**config.mk**
```make
export PLATFORM = sky130hd
export DESIGN_NAME = mbox_top
export DESIGN_NICKNAME = d
export VERILOG_FILES = /design/src/rtl/mbox_pkg.sv /design/src/rtl/mbox_fifo.sv /design/src/rtl/mbox_port_regs.sv /design/src/rtl/mbox_top.sv
export SDC_FILE = /design/constraint.sdc
export NUM_CORES = 1
export LEC_CHECK = 0
export BUFFER_PORTS_ARGS = -buffer_cell sky130_fd_sc_hd__buf_2
export CAP_MARGIN = 5
export CORE_MARGIN = 2
export CORE_UTILIZATION = 55
export CTS_CLUSTER_DIAMETER = 40
export CTS_CLUSTER_SIZE = 16
export DETAILED_ROUTE_END_ITERATION = 10
export HOLD_SLACK_MARGIN = 0.05
export PLACE_DENSITY = 0.73
export SYNTH_ARGS = -nofsm -noshare
export SYNTH_HDL_FRONTEND = slang
export SYNTH_SLANG_ARGS = --single-unit
```
**constraint.sdc**
```tcl
create_clock -name clk_i -period 6.09 [get_ports clk_i]
set_clock_uncertainty 0.05 [all_clocks]
set_input_delay 0.609 -clock clk_i [delete_from_list [all_inputs] [get_ports clk_i]]
set_output_delay 0.609 -clock clk_i [all_outputs]
set_load 0.02 [all_outputs]
```
**src/rtl/mbox_pkg.sv**
```systemverilog
// shared definitions for the two-port mailbox
// widths, fifo depth, register index enum
// per-port request / response structs
// fixed words returned on special reads
`default_nettype none

package mbox_pkg;

  // --------------------
  // sizes
  // --------------------
  localparam int unsigned DATA_W     = 32;                 // register and mailbox word
  localparam int unsigned MBOX_DEPTH = 8;                  // words per direction
  localparam int unsigned PTR_W      = $clog2(MBOX_DEPTH); // fifo pointer width
  localparam int unsigned USAGE_W    = PTR_W + 1;          // one more bit so full == MBOX_DEPTH
  localparam int unsigned IDX_W      = 4;                  // register index, 16 slots

  typedef logic [DATA_W-1:0]  data_t;
  typedef logic [USAGE_W-1:0] usage_t;

  // register map of one port, indices 10..15 are unmapped
  typedef enum logic [IDX_W-1:0] {
    MBOXW  = 4'd0, // push a word to the peer
    MBOXR  = 4'd1, // pop a word from the peer
    STATUS = 4'd2, // empty / full / threshold flags
    ERROR  = 4'd3, // clear on read
    WIRQT  = 4'd4, // outbound usage threshold
    RIRQT  = 4'd5, // inbound usage threshold
    IRQS   = 4'd6, // sticky irq status, write 1 to clear
    IRQEN  = 4'd7, // irq enables
    IRQP   = 4'd8, // pending = status & enable
    CTRL   = 4'd9  // fifo flush pulses
  } reg_e;

  // --------------------
  // port signals
  // --------------------
  typedef struct packed {
    logic             wr;    // write strobe
    logic             rd;    // read strobe
    logic [IDX_W-1:0] idx;   // raw index, may be out of map
    data_t            wdata;
  } mbox_req_t;

  typedef struct packed {
    logic  valid; // one cycle after the request
    logic  err;
    data_t rdata;
  } mbox_rsp_t;

  // marker words
  localparam data_t MBOXW_READ_WORD = 32'hFEEDC0DE; // MBOXW is write only
  localparam data_t EMPTY_READ_WORD = 32'hFEEDDEAD; // MBOXR read while empty

endpackage

`default_nettype wire

```
**src/rtl/mbox_fifo.sv**
```systemverilog
// one-direction mailbox fifo
// circular buffer with read / write pointers and a fill count
// head word visible without a pop
// flush empties on the next edge
`default_nettype none

module mbox_fifo
  import mbox_pkg::*;
(
  input  logic   clk_i,
  input  logic   rst_n_i,
  input  logic   flush_i,  // drops all words and beats a push
  input  logic   push_i,
  input  logic   pop_i,
  input  data_t  wdata_i,
  output data_t  rdata_o,  // head word
  output logic   full_o,
  output logic   empty_o,
  output usage_t usage_o
);

  data_t              mem_q [MBOX_DEPTH]; // word storage
  logic   [PTR_W-1:0] wr_ptr_q, rd_ptr_q;
  usage_t             count_q;
  logic               do_push, do_pop;    // qualified strobes

  assign full_o  = (count_q == usage_t'(MBOX_DEPTH));
  assign empty_o = (count_q == '0);
  assign usage_o = count_q;
  assign rdata_o = mem_q[rd_ptr_q];

  // overflow / underflow attempts are dropped here
  assign do_push = push_i & ~full_o & ~flush_i;
  assign do_pop  = pop_i & ~empty_o & ~flush_i;

  // --------------------
  // pointers and count
  // --------------------
  always_ff @(posedge clk_i or negedge rst_n_i) begin
    if (!rst_n_i) begin
      wr_ptr_q <= '0;
      rd_ptr_q <= '0;
      count_q  <= '0;
    end else if (flush_i) begin
      wr_ptr_q <= '0; // back to a clean start
      rd_ptr_q <= '0;
      count_q  <= '0;
    end else begin
      if (do_push) begin
        wr_ptr_q <= (wr_ptr_q == PTR_W'(MBOX_DEPTH - 1)) ? '0 : wr_ptr_q + 1'b1;
      end
      if (do_pop) begin
        rd_ptr_q <= (rd_ptr_q == PTR_W'(MBOX_DEPTH - 1)) ? '0 : rd_ptr_q + 1'b1;
      end
      case ({do_push, do_pop})
        2'b10:   count_q <= count_q + 1'b1;
        2'b01:   count_q <= count_q - 1'b1;
        default: ; // idle or push and pop cancel out
      endcase
    end
  end

  // data write
  always_ff @(posedge clk_i) begin
    if (do_push) begin
      mem_q[wr_ptr_q] <= wdata_i;
    end
  end

endmodule

`default_nettype wire

```
**src/rtl/mbox_port_regs.sv**
```systemverilog
// register block of one mailbox port
// access decode of the ten-register map
// usage thresholds, error register, sticky irq status
// registered response and level irq output
`default_nettype none

module mbox_port_regs
  import mbox_pkg::*;
(
  input  logic      clk_i,
  input  logic      rst_n_i,
  input  mbox_req_t req_i,
  output mbox_rsp_t rsp_o,
  output logic      irq_o,        // active high level
  // outbound fifo, this port pushes
  output logic      push_o,
  output data_t     push_data_o,
  input  logic      out_full_i,
  input  usage_t    out_usage_i,
  output logic      out_flush_o,
  // inbound fifo, this port pops
  output logic      pop_o,
  input  data_t     in_data_i,
  input  logic      in_empty_i,
  input  usage_t    in_usage_i,
  output logic      in_flush_o
);

  mbox_rsp_t  rsp_d, rsp_q;
  logic [1:0] error_d, error_q;   // bit 0 empty read, bit 1 full write
  usage_t     wirqt_d, wirqt_q;   // thresholds, never above MBOX_DEPTH-1
  usage_t     rirqt_d, rirqt_q;
  logic [2:0] irqs_d, irqs_q;     // bit 0 write thr, bit 1 read thr, bit 2 error
  logic [2:0] irqen_d, irqen_q;
  logic [2:0] irqp;               // pending
  logic [2:0] irqs_clr, irqs_set;
  logic [3:0] status;             // read only, built from fifo flags
  logic       err_new;            // access error in this cycle

  // clamp so the threshold can still fire at a full fifo
  function automatic usage_t clamp_thr(data_t val);
    if (val >= data_t'(MBOX_DEPTH)) begin
      return usage_t'(MBOX_DEPTH - 1);
    end
    return usage_t'(val);
  endfunction

  assign status = {in_usage_i > rirqt_q,  // inbound above read threshold
                   out_usage_i > wirqt_q, // outbound above write threshold
                   out_full_i,
                   in_empty_i};

  assign irqp        = irqs_q & irqen_q;
  assign irq_o       = |irqp;
  assign push_data_o = req_i.wdata; // full word, no strobes
  assign rsp_o       = rsp_q;

  // --------------------
  // access decode
  // --------------------
  always_comb begin
    rsp_d       = '0;
    rsp_d.valid = req_i.wr | req_i.rd;
    error_d     = error_q;
    wirqt_d     = wirqt_q;
    rirqt_d     = rirqt_q;
    irqen_d     = irqen_q;
    irqs_clr    = '0;
    err_new     = 1'b0;
    push_o      = 1'b0;
    pop_o       = 1'b0;
    out_flush_o = 1'b0;
    in_flush_o  = 1'b0;

    if (req_i.rd) begin
      case (reg_e'(req_i.idx))
        MBOXW:  rsp_d.rdata = MBOXW_READ_WORD;
        MBOXR: begin
          if (in_empty_i) begin
            rsp_d.rdata = EMPTY_READ_WORD;
            rsp_d.err   = 1'b1;
            error_d[0]  = 1'b1;
            err_new     = 1'b1;
          end else begin
            rsp_d.rdata = in_data_i; // head word, popped on this edge
            pop_o       = 1'b1;
          end
        end
        STATUS: rsp_d.rdata = data_t'(status);
        ERROR: begin
          rsp_d.rdata = data_t'(error_q);
          error_d     = '0;          // clear on read
        end
        WIRQT:  rsp_d.rdata = data_t'(wirqt_q);
        RIRQT:  rsp_d.rdata = data_t'(rirqt_q);
        IRQS:   rsp_d.rdata = data_t'(irqs_q);
        IRQEN:  rsp_d.rdata = data_t'(irqen_q);
        IRQP:   rsp_d.rdata = data_t'(irqp);
        CTRL:   rsp_d.rdata = '0; // flush pulses are already over
        default: rsp_d.err = 1'b1; // unmapped index
      endcase
    end else if (req_i.wr) begin
      case (reg_e'(req_i.idx))
        MBOXW: begin
          if (out_full_i) begin
            rsp_d.err  = 1'b1;
            error_d[1] = 1'b1;
            err_new    = 1'b1;
          end else begin
            push_o = 1'b1;
          end
        end
        WIRQT:  wirqt_d  = clamp_thr(req_i.wdata);
        RIRQT:  rirqt_d  = clamp_thr(req_i.wdata);
        IRQS:   irqs_clr = req_i.wdata[2:0]; // write 1 to clear
        IRQEN:  irqen_d  = req_i.wdata[2:0];
        CTRL: begin
          out_flush_o = req_i.wdata[0];
          in_flush_o  = req_i.wdata[1];
        end
        MBOXR, STATUS, ERROR, IRQP: ; // read only, write dropped
        default: rsp_d.err = 1'b1;
      endcase
    end

    // set conditions beat a clear in the same cycle
    irqs_set = {err_new, status[3], status[2]};
    irqs_d   = (irqs_q & ~irqs_clr) | irqs_set;
  end

  // --------------------
  // state
  // --------------------
  always_ff @(posedge clk_i or negedge rst_n_i) begin
    if (!rst_n_i) begin
      rsp_q   <= '0;
      error_q <= '0;
      wirqt_q <= '0;
      rirqt_q <= '0;
      irqs_q  <= '0;
      irqen_q <= '0;
    end else begin
      rsp_q   <= rsp_d;   // response shows one cycle after the request
      error_q <= error_d;
      wirqt_q <= wirqt_d;
      rirqt_q <= rirqt_d;
      irqs_q  <= irqs_d;
      irqen_q <= irqen_d;
    end
  end

endmodule

`default_nettype wire

```
**src/rtl/mbox_top.sv**
```systemverilog
// two-port mailbox top level
// two port register blocks
// fifo_0to1 and fifo_1to0 cross-connect them
// flush requests ORed per fifo
`default_nettype none

module mbox_top
  import mbox_pkg::*;
(
  input  logic            clk_i,
  input  logic            rst_n_i,
  input  mbox_req_t [1:0] req_i,
  output mbox_rsp_t [1:0] rsp_o,
  output logic      [1:0] irq_o
);

  // index 0 is fifo_0to1 and index 1 is fifo_1to0
  // port f pushes into fifo f and pops fifo 1-f
  logic   [1:0] push, pop;
  logic   [1:0] full, empty;
  logic   [1:0] w_flush, r_flush; // from the pushing / popping side
  logic   [1:0] fifo_flush;
  data_t  [1:0] push_data, head;
  usage_t [1:0] usage;

  assign fifo_flush = w_flush | r_flush;

  mbox_port_regs u_port0 (
    .clk_i,
    .rst_n_i,
    .req_i       ( req_i[0]     ),
    .rsp_o       ( rsp_o[0]     ),
    .irq_o       ( irq_o[0]     ),
    .push_o      ( push[0]      ), // outbound is fifo_0to1
    .push_data_o ( push_data[0] ),
    .out_full_i  ( full[0]      ),
    .out_usage_i ( usage[0]     ),
    .out_flush_o ( w_flush[0]   ),
    .pop_o       ( pop[1]       ), // inbound is fifo_1to0
    .in_data_i   ( head[1]      ),
    .in_empty_i  ( empty[1]     ),
    .in_usage_i  ( usage[1]     ),
    .in_flush_o  ( r_flush[1]   )
  );

  mbox_port_regs u_port1 (
    .clk_i,
    .rst_n_i,
    .req_i       ( req_i[1]     ),
    .rsp_o       ( rsp_o[1]     ),
    .irq_o       ( irq_o[1]     ),
    .push_o      ( push[1]      ), // mirror of port 0
    .push_data_o ( push_data[1] ),
    .out_full_i  ( full[1]      ),
    .out_usage_i ( usage[1]     ),
    .out_flush_o ( w_flush[1]   ),
    .pop_o       ( pop[0]       ),
    .in_data_i   ( head[0]      ),
    .in_empty_i  ( empty[0]     ),
    .in_usage_i  ( usage[0]     ),
    .in_flush_o  ( r_flush[0]   )
  );

  // --------------------
  // mailbox fifos
  // --------------------
  mbox_fifo fifo_0to1 (
    .clk_i,
    .rst_n_i,
    .flush_i ( fifo_flush[0] ),
    .push_i  ( push[0]       ),
    .pop_i   ( pop[0]        ),
    .wdata_i ( push_data[0]  ),
    .rdata_o ( head[0]       ),
    .full_o  ( full[0]       ),
    .empty_o ( empty[0]      ),
    .usage_o ( usage[0]      )
  );

  mbox_fifo fifo_1to0 (
    .clk_i,
    .rst_n_i,
    .flush_i ( fifo_flush[1] ),
    .push_i  ( push[1]       ),
    .pop_i   ( pop[1]        ),
    .wdata_i ( push_data[1]  ),
    .rdata_o ( head[1]       ),
    .full_o  ( full[1]       ),
    .empty_o ( empty[1]      ),
    .usage_o ( usage[1]      )
  );

endmodule

`default_nettype wire

```
======== Word level (Yosys, flattened, before mapping) ========
Memory sizes are Yosys's and may differ from the RTL's.
Index checks and enable logic that the tools add are counted.
Widths: inputs -> output; s select.
storage, ports and cells
  register bits ........................... 120
  memory bits (writable) .................. 512
  input port bits ......................... 78
  word-level logic and storage cells ...... 245
  memories kept ........................... 2
cells by class
  $add $sub $neg .......................... 8
  $lt $le $gt $ge ......................... 6
  eq/ne operators ......................... 32
  muxes and demuxes ....................... 112
  bitwise logic cells ..................... 27
  reductions and logical operators ........ 34
memories
  memory           depth  bits a word  rd ports  clocked after Yosys merged registers in  wr ports  line             source
  fifo_0to1.mem_q  8      32           1         0                                        1         mbox_fifo.sv:22  data_t mem_q [MBOX_DEPTH];
  fifo_1to0.mem_q  8      32           1         0                                        1         mbox_fifo.sv:22
operator list
  kind                 number
  $pmux 32 s9          2
  $mux 32              4
  $mux 1               72
  $ge 32x4->1 const B  2
  $mux 3               18
  $reduce_or 9->1      4
  $eq 4x3->1 const B   8
  $mux 4               8
  $eq 4x4->1 const B   6
  $reduce_and 3->1     8
  $reduce_bool 2->1    12
  $eq 4x2->1 const B   4
  $gt 4x4->1           4
  $logic_not 4->1      4
  $pmux 4 s2           2
  $add 3x1->3 const B  4
  $and 3x3->3          4
  $eq 3x3->1 const B   4
  $pmux 1 s2           6
  $add 4x1->4 const B  2
  $and 1x1->1          8
  $eq 4x1->1 const B   2
  $ne 2x1->1 const B   4
  $not 1->1            8
  10 further kinds     19

======== Longest topological paths before layout ========
  depth after elaboration ................. 10
  depth in mapped cells ................... 12
  gate-level depth less buffers ........... 10

======== Cells and area by module ========
A second synthesis with hierarchy kept.
unflattened totals
  cell total of the unflattened synthesis .. 1491
  area, all modules ....................... 26163.8 µm²
modules (own cells, without submodules)
  module                     instances  cells an instance  area an instance (µm²)  seq. area each (µm²)
  mbox_fifo at fifo_1to0     1          452                10348.7                 7937.6
  mbox_fifo at fifo_0to1     1          453                10347.4                 7937.6
  mbox_port_regs at u_port0  1          293                2768.9                  1251.2
  mbox_port_regs at u_port1  1          291                2686.3                  1251.2
  mbox_top                   1          2                  12.5                    0.0

======== Worst setup path before layout ========
OpenSTA, ideal clock, no wires.
  kind .................................... input to register
  from .................................... input req_i[32] (netlist bit)
  to ...................................... memory fifo_0to1.mem_q[2][0] (netlist bit), enable pin
  data arrival time ....................... 4.898 ns
  setup slack ............................. 0.629 ns
  stages on the path ...................... 7
  buffers on the path ..................... 2
  path through ............................ buf_2 > nor2b_1 > buf_2 > and3_4 > a22oi_1 > nand2_1 > nor4b_1
on the way
  cells in the longest elaborated chain, start to end .. 9
RTL lines
  what                              line                   source
  start: declaration                mbox_top.sv:12         input mbox_req_t [1:0] req_i,
  $eq 4x4->1                        mbox_port_regs.sv:103  case (reg_e'(req_i.idx))
  $mux 1                            mbox_port_regs.sv:103
  $mux 1                            mbox_port_regs.sv:102  end else if (req_i.wr) begin
  $mux 1                            mbox_port_regs.sv:75   if (req_i.rd) begin
  $or 2x2->2                        mbox_top.sv:26         assign fifo_flush = w_flush | r_flush;
  $not 1->1                         mbox_fifo.sv:33        assign do_push = push_i & ~full_o & ~flush_i;
  $and 1x1->1 (*)                   mbox_fifo.sv:33
  $mux 1 (*)                        mbox_fifo.sv:65        if (do_push) begin
  $mux 1 (not written as such) (*)  mbox_fifo.sv:66        mem_q[wr_ptr_q] <= wdata_i;
  end: declaration                  mbox_fifo.sv:22
Mark *: on every way between the ends. The rest lies on a longest branch, timed or not.

======== Worst setup path in the final report ========
  from .................................... input req_i[71] (netlist bit)
  to ...................................... memory fifo_1to0.mem_q[3][27] (netlist bit), enable pin
on the way
  cells in the longest elaborated chain, start to end .. 9
RTL lines
  what                              line
  $eq 4x4->1                        mbox_port_regs.sv:103
  $mux 1                            mbox_port_regs.sv:103
  $mux 1                            mbox_port_regs.sv:102
  $mux 1                            mbox_port_regs.sv:75
  $or 2x2->2                        mbox_top.sv:26
  $not 1->1                         mbox_fifo.sv:33
  $and 1x1->1 (*)                   mbox_fifo.sv:33
  $mux 1 (*)                        mbox_fifo.sv:65
  $mux 1 (not written as such) (*)  mbox_fifo.sv:66
  end: declaration                  mbox_fifo.sv:22
Marks and branches as above.

==> impl_results.rst <==
.. list-table::
   :header-rows: 1

   * - Metric
     - Value
   * - Post-DP HPWL
     - 33120 microns
   * - EDFF count, synth
     - 512
   * - Routed Wire Length
     - 55810 microns
   * - Number of standard cells after synthesis
     - roughly 1400
   * - Footprint of the flip-flops and latches
     - about 18000 sq um
   * - Post-Syn Nets
     - 1476
   * - Antenna-violating nets left
     - 0
   * - Main area contributors after synthesis
     - edfxtp_1, dfrtp_1, mux4_2
   * - Cell Rows
     - 78
   * - Synthesized area
     - 25360 sq um
   * - Setup repair after global routing missed its margin
     - false
   * - Termination of the worst setup path
     - fifo_1to0.mem_q[3][27]
   * - Worst reg2reg startpoint
     - fifo_1to0.usage_o[1]
   * - Worst-path cell with the longest stage delay
     - nor3b_4
   * - CTS Root Cell
     - clkbuf_16
   * - Via-to-Cell Ratio
     - 6.220
   * - Status
     - finished, final reports clean
   * - Total of warnings raised by yosys
     - 0
   * - Final Cell Area
     - between 20000 and 30000 sq um
   * - Number of setup buffers added after CTS
     - 0
   * - Count of H-tree levels built during CTS
     - 3
   * - Number of storage elements in the synthesis netlist
     - 632
   * - Slowest stage delay, CP
     - 880 ps
   * - Max-capacitance violation count
     - 0
   * - Required time of the worst setup path
     - 6330 ps
   * - Crit path max fanout
     - 37
   * - Top cell type by total area after synthesis
     - edfxtp_1
   * - Critical path buffers and inverters
     - 2
   * - Fillers
     - 2984
   * - Finished Core Util
     - 65.41%
   * - Ratio of final minimum period to clock period
     - a little over three fifths
   * - Maximum number of buffers from clock root to sink
     - 3
   * - Net count reported at finish
     - 1645
   * - Fraction of final layout cells sized beyond drive strength 1
     - 31.17%
   * - Final-report hold violation count
     - 0
   * - Start point of the critical path
     - req_i[71]
   * - Classification of the worst-slack hold path
     - in2reg
   * - Number of setup violations in the final report
     - 0
   * - Remaining DRCs
     - 0
   * - Nature of the critical path endpoint
     - register
   * - Area of the multi-input gates
     - 6615 sq um
   * - Starting utilization of the core area
     - 55.76%
   * - Area of the core region
     - 45480 sq um
   * - Count of cell instances traversed by the critical path
     - 7
   * - Aggregate global-route resource usage
     - 23.96%
   * - Clock sink count
     - 632
   * - Largest net degree at the start of global routing
     - 71
   * - Leakage power figure
     - 10.34 nW
   * - Critical path's top delay family
     - simple AND/OR/NAND/NOR gates
   * - Gr ovfl total
     - 0
   * - CP cell instances
     - buf_2 > nor2b_1 > and4b_1 > a22o_1 > or3_4 > nor3b_4 > buf_4
   * - Wire length of the first global-routing pass
     - 84200 microns
   * - Fin worst setup slack
     - between 2000 and 2500 ps
   * - Max IR drop VDD
     - 311.9 uV
   * - Worst path arrival time
     - approximately 4000 ps
   * - Leading cell type by number of instances after synthesis
     - edfxtp_1
   * - 1st-pass router iterations
     - 5
   * - Width of the chip
     - roughly 220 microns
   * - Vias in the first global route
     - 13680
   * - Clock tree from TritonCTS
     - yes
   * - Total Die Area
     - 47840 sq um
   * - Layout overhead on the synthesized area
     - 17.29%
   * - Number of max-slew violations in the final report
     - 0
   * - Setup slack of the worst register-to-register path
     - 2340 ps
   * - P per Cell Area
     - 407.3 nW/um^2
   * - Share of synthesized registers carrying an async set or reset
     - 18.99%
   * - Clock transition time at the flip-flop clock pins of the worst setup and hold paths
     - 60 ps
   * - Number of standard cells in the final layout excluding fillers
     - 2206
   * - Synth unique cells
     - 70
   * - Fmax
     - about 0.26 GHz
   * - End of the worst register-to-register path
     - fifo_1to0.usage_o[2]
   * - Synth Flop Type
     - edfxtp_1
   * - Category of the most critical setup path
     - in2reg
   * - Initial antenna violation count
     - 5
   * - Seq/Total Area, Yosys
     - just over 70%
   * - Dpl cells
     - 2058
   * - Drt initial violations
     - 1454
   * - Wire length per cell
     - 25.30 microns
   * - Setup Slack @ Placement
     - between 1500 and 2000 ps
   * - Input/output buffers
     - 147
   * - Cell area after placement
     - about 27000 sq um
   * - Detailed-route via count
     - 13720
   * - Worst slew slack as a fraction of its limit
     - between 20% and 30%
   * - Height of the die
     - about 220 microns
   * - Top-level port count
     - 148
   * - Kind of start point of the critical path
     - primary input
   * - Setup TNS
     - 0 ps
   * - Tightest Pin Transition
     - 1146 ps
   * - Clock latency of the later-clocked register in the worst-skew pair
     - between 600 and 700 ps
   * - Post-Syn Area per Cell
     - between 15 and 20 sq um
   * - Global placer's final weighted congestion
     - 0.8687
   * - Register-to-Register Path Depth
     - 6
   * - Cts repair resizes
     - 0
   * - TritonCTS buffer count
     - 78
   * - Portion of synthesized cell area occupied by the leading cell type
     - 60.62%
   * - Most common library cells after synthesis
     - edfxtp_1, mux4_2, dfrtp_1
   * - Minimum clock period after layout
     - roughly 3800 ps
## sequential cells by signal, indices dropped and copies added, names as in the netlist, 34 cells and up
name,flops
fifo_1to0.mem_q,256
u_port0.rsp_o,34
u_port1.rsp_o,34
fifo_0to1.mem_q,256
## routing by layer
layer | track usage, % | wire [microns] | up-vias
met5 | 0 | 21 | -
met4 | 8.423 | 1530 | 4
met3 | 4.830 | 4407 | 116
met2 | 35.98 | 26140 | 610
met1 | 35.43 | 23720 | 7070
li1 | - | - | 5922
## how the worst min path moves through the flow
stage / from / end / slack (ps) / cells after the start
global placement: u_port1.rirqt_q[2] / u_port1.rirqt_q[2] / 420 / 2
CTS: req_i[37] / u_port0.rsp_o[33] / 140 / 2
floorplan: rst_n_i / fifo_0to1.rd_ptr_q[0] / 260 / 0
finish: req_i[37] / u_port0.rsp_o[33] / 170 / 2
detailed placement: u_port1.rirqt_q[2] / u_port1.rirqt_q[2] / 420 / 2
global route: req_i[37] / u_port0.rsp_o[33] / 180 / 2
## per-stage QoR
step	hold slack [ps]	total power, mW
after global routing	181.0	12.56
after floorplan	263.4	6.519
after detailed placement	424.3	7.030
after global placement	418.2	6.990
final	173.0	12.12
after CTS	141.6	12.22
## power by group
group | total, mW | switching, mW | leakage [nW] | internal, mW
combinational | 1.77 | 0.838 | 2.72 | 0.934
clock | 5.17 | 1.94 | 1.46 | 3.23
sequential | 5.17 | 0.384 | 6.16 | 4.79
total | 12.1 | 3.17 | 10.3 | 8.95
## layout by cell type, fill, tap and decap left out, types with 8 or more instances in the layout
master     instances
a21oi_1           45
a311oi_1          32
a31oi_1           12
buf_2            146
buf_4             22
bufinv_16         17
clkbuf_16         79
clkinv_4          11
clkinv_8           8
dfrtp_1          114
edfxtp_1         512
ha_1              28
inv_1             20
inv_6             11
mux2_2             9
mux2i_1           63
mux4_2           130
nand2_1           48
nand3_1            9
nand4_1           10
nor2_1            53
nor2b_1           14
nor3_1            16
nor3_2             9
nor4_1            14
o21ai_0           26
## repair_timing
item | in CTS | in global routing
endpoints found under the hold margin | 69 | 0
hold buffers | 1 | 0
setup endpoints to repair | 0 | 0
## kinds of logic (layout without fill, tap and decap cells)
kind of cell,after synthesis,in the layout,synth area share [%]
multiplexers,202,202,14.43
AO/OA/AOI/OAI,158,158,4.134
flip-flops,632,632,72.47
other,0,2,0
adder cells (fa/ha/maj),28,28,1.381
AND/OR/NAND/NOR,241,241,5.486
buffers and inverters,101,335,1.796
XOR/XNOR,8,8,0.3059
## cell type report
| cell class | instances | area share, % |
|---|---|---|
| diodes | 2 | 0.01683 |
| clock buffers | 84 | 6.810 |
| clock inverters | 61 | 3.251 |
| inverters | 20 | 0.2524 |
| multi-input cells | 637 | 22.24 |
| flip-flops and latches | 632 | 61.82 |
| well taps | 600 | 2.524 |
| repair buffers | 170 | 3.083 |
No activity file was read; power rests on OpenSTA's default activity.
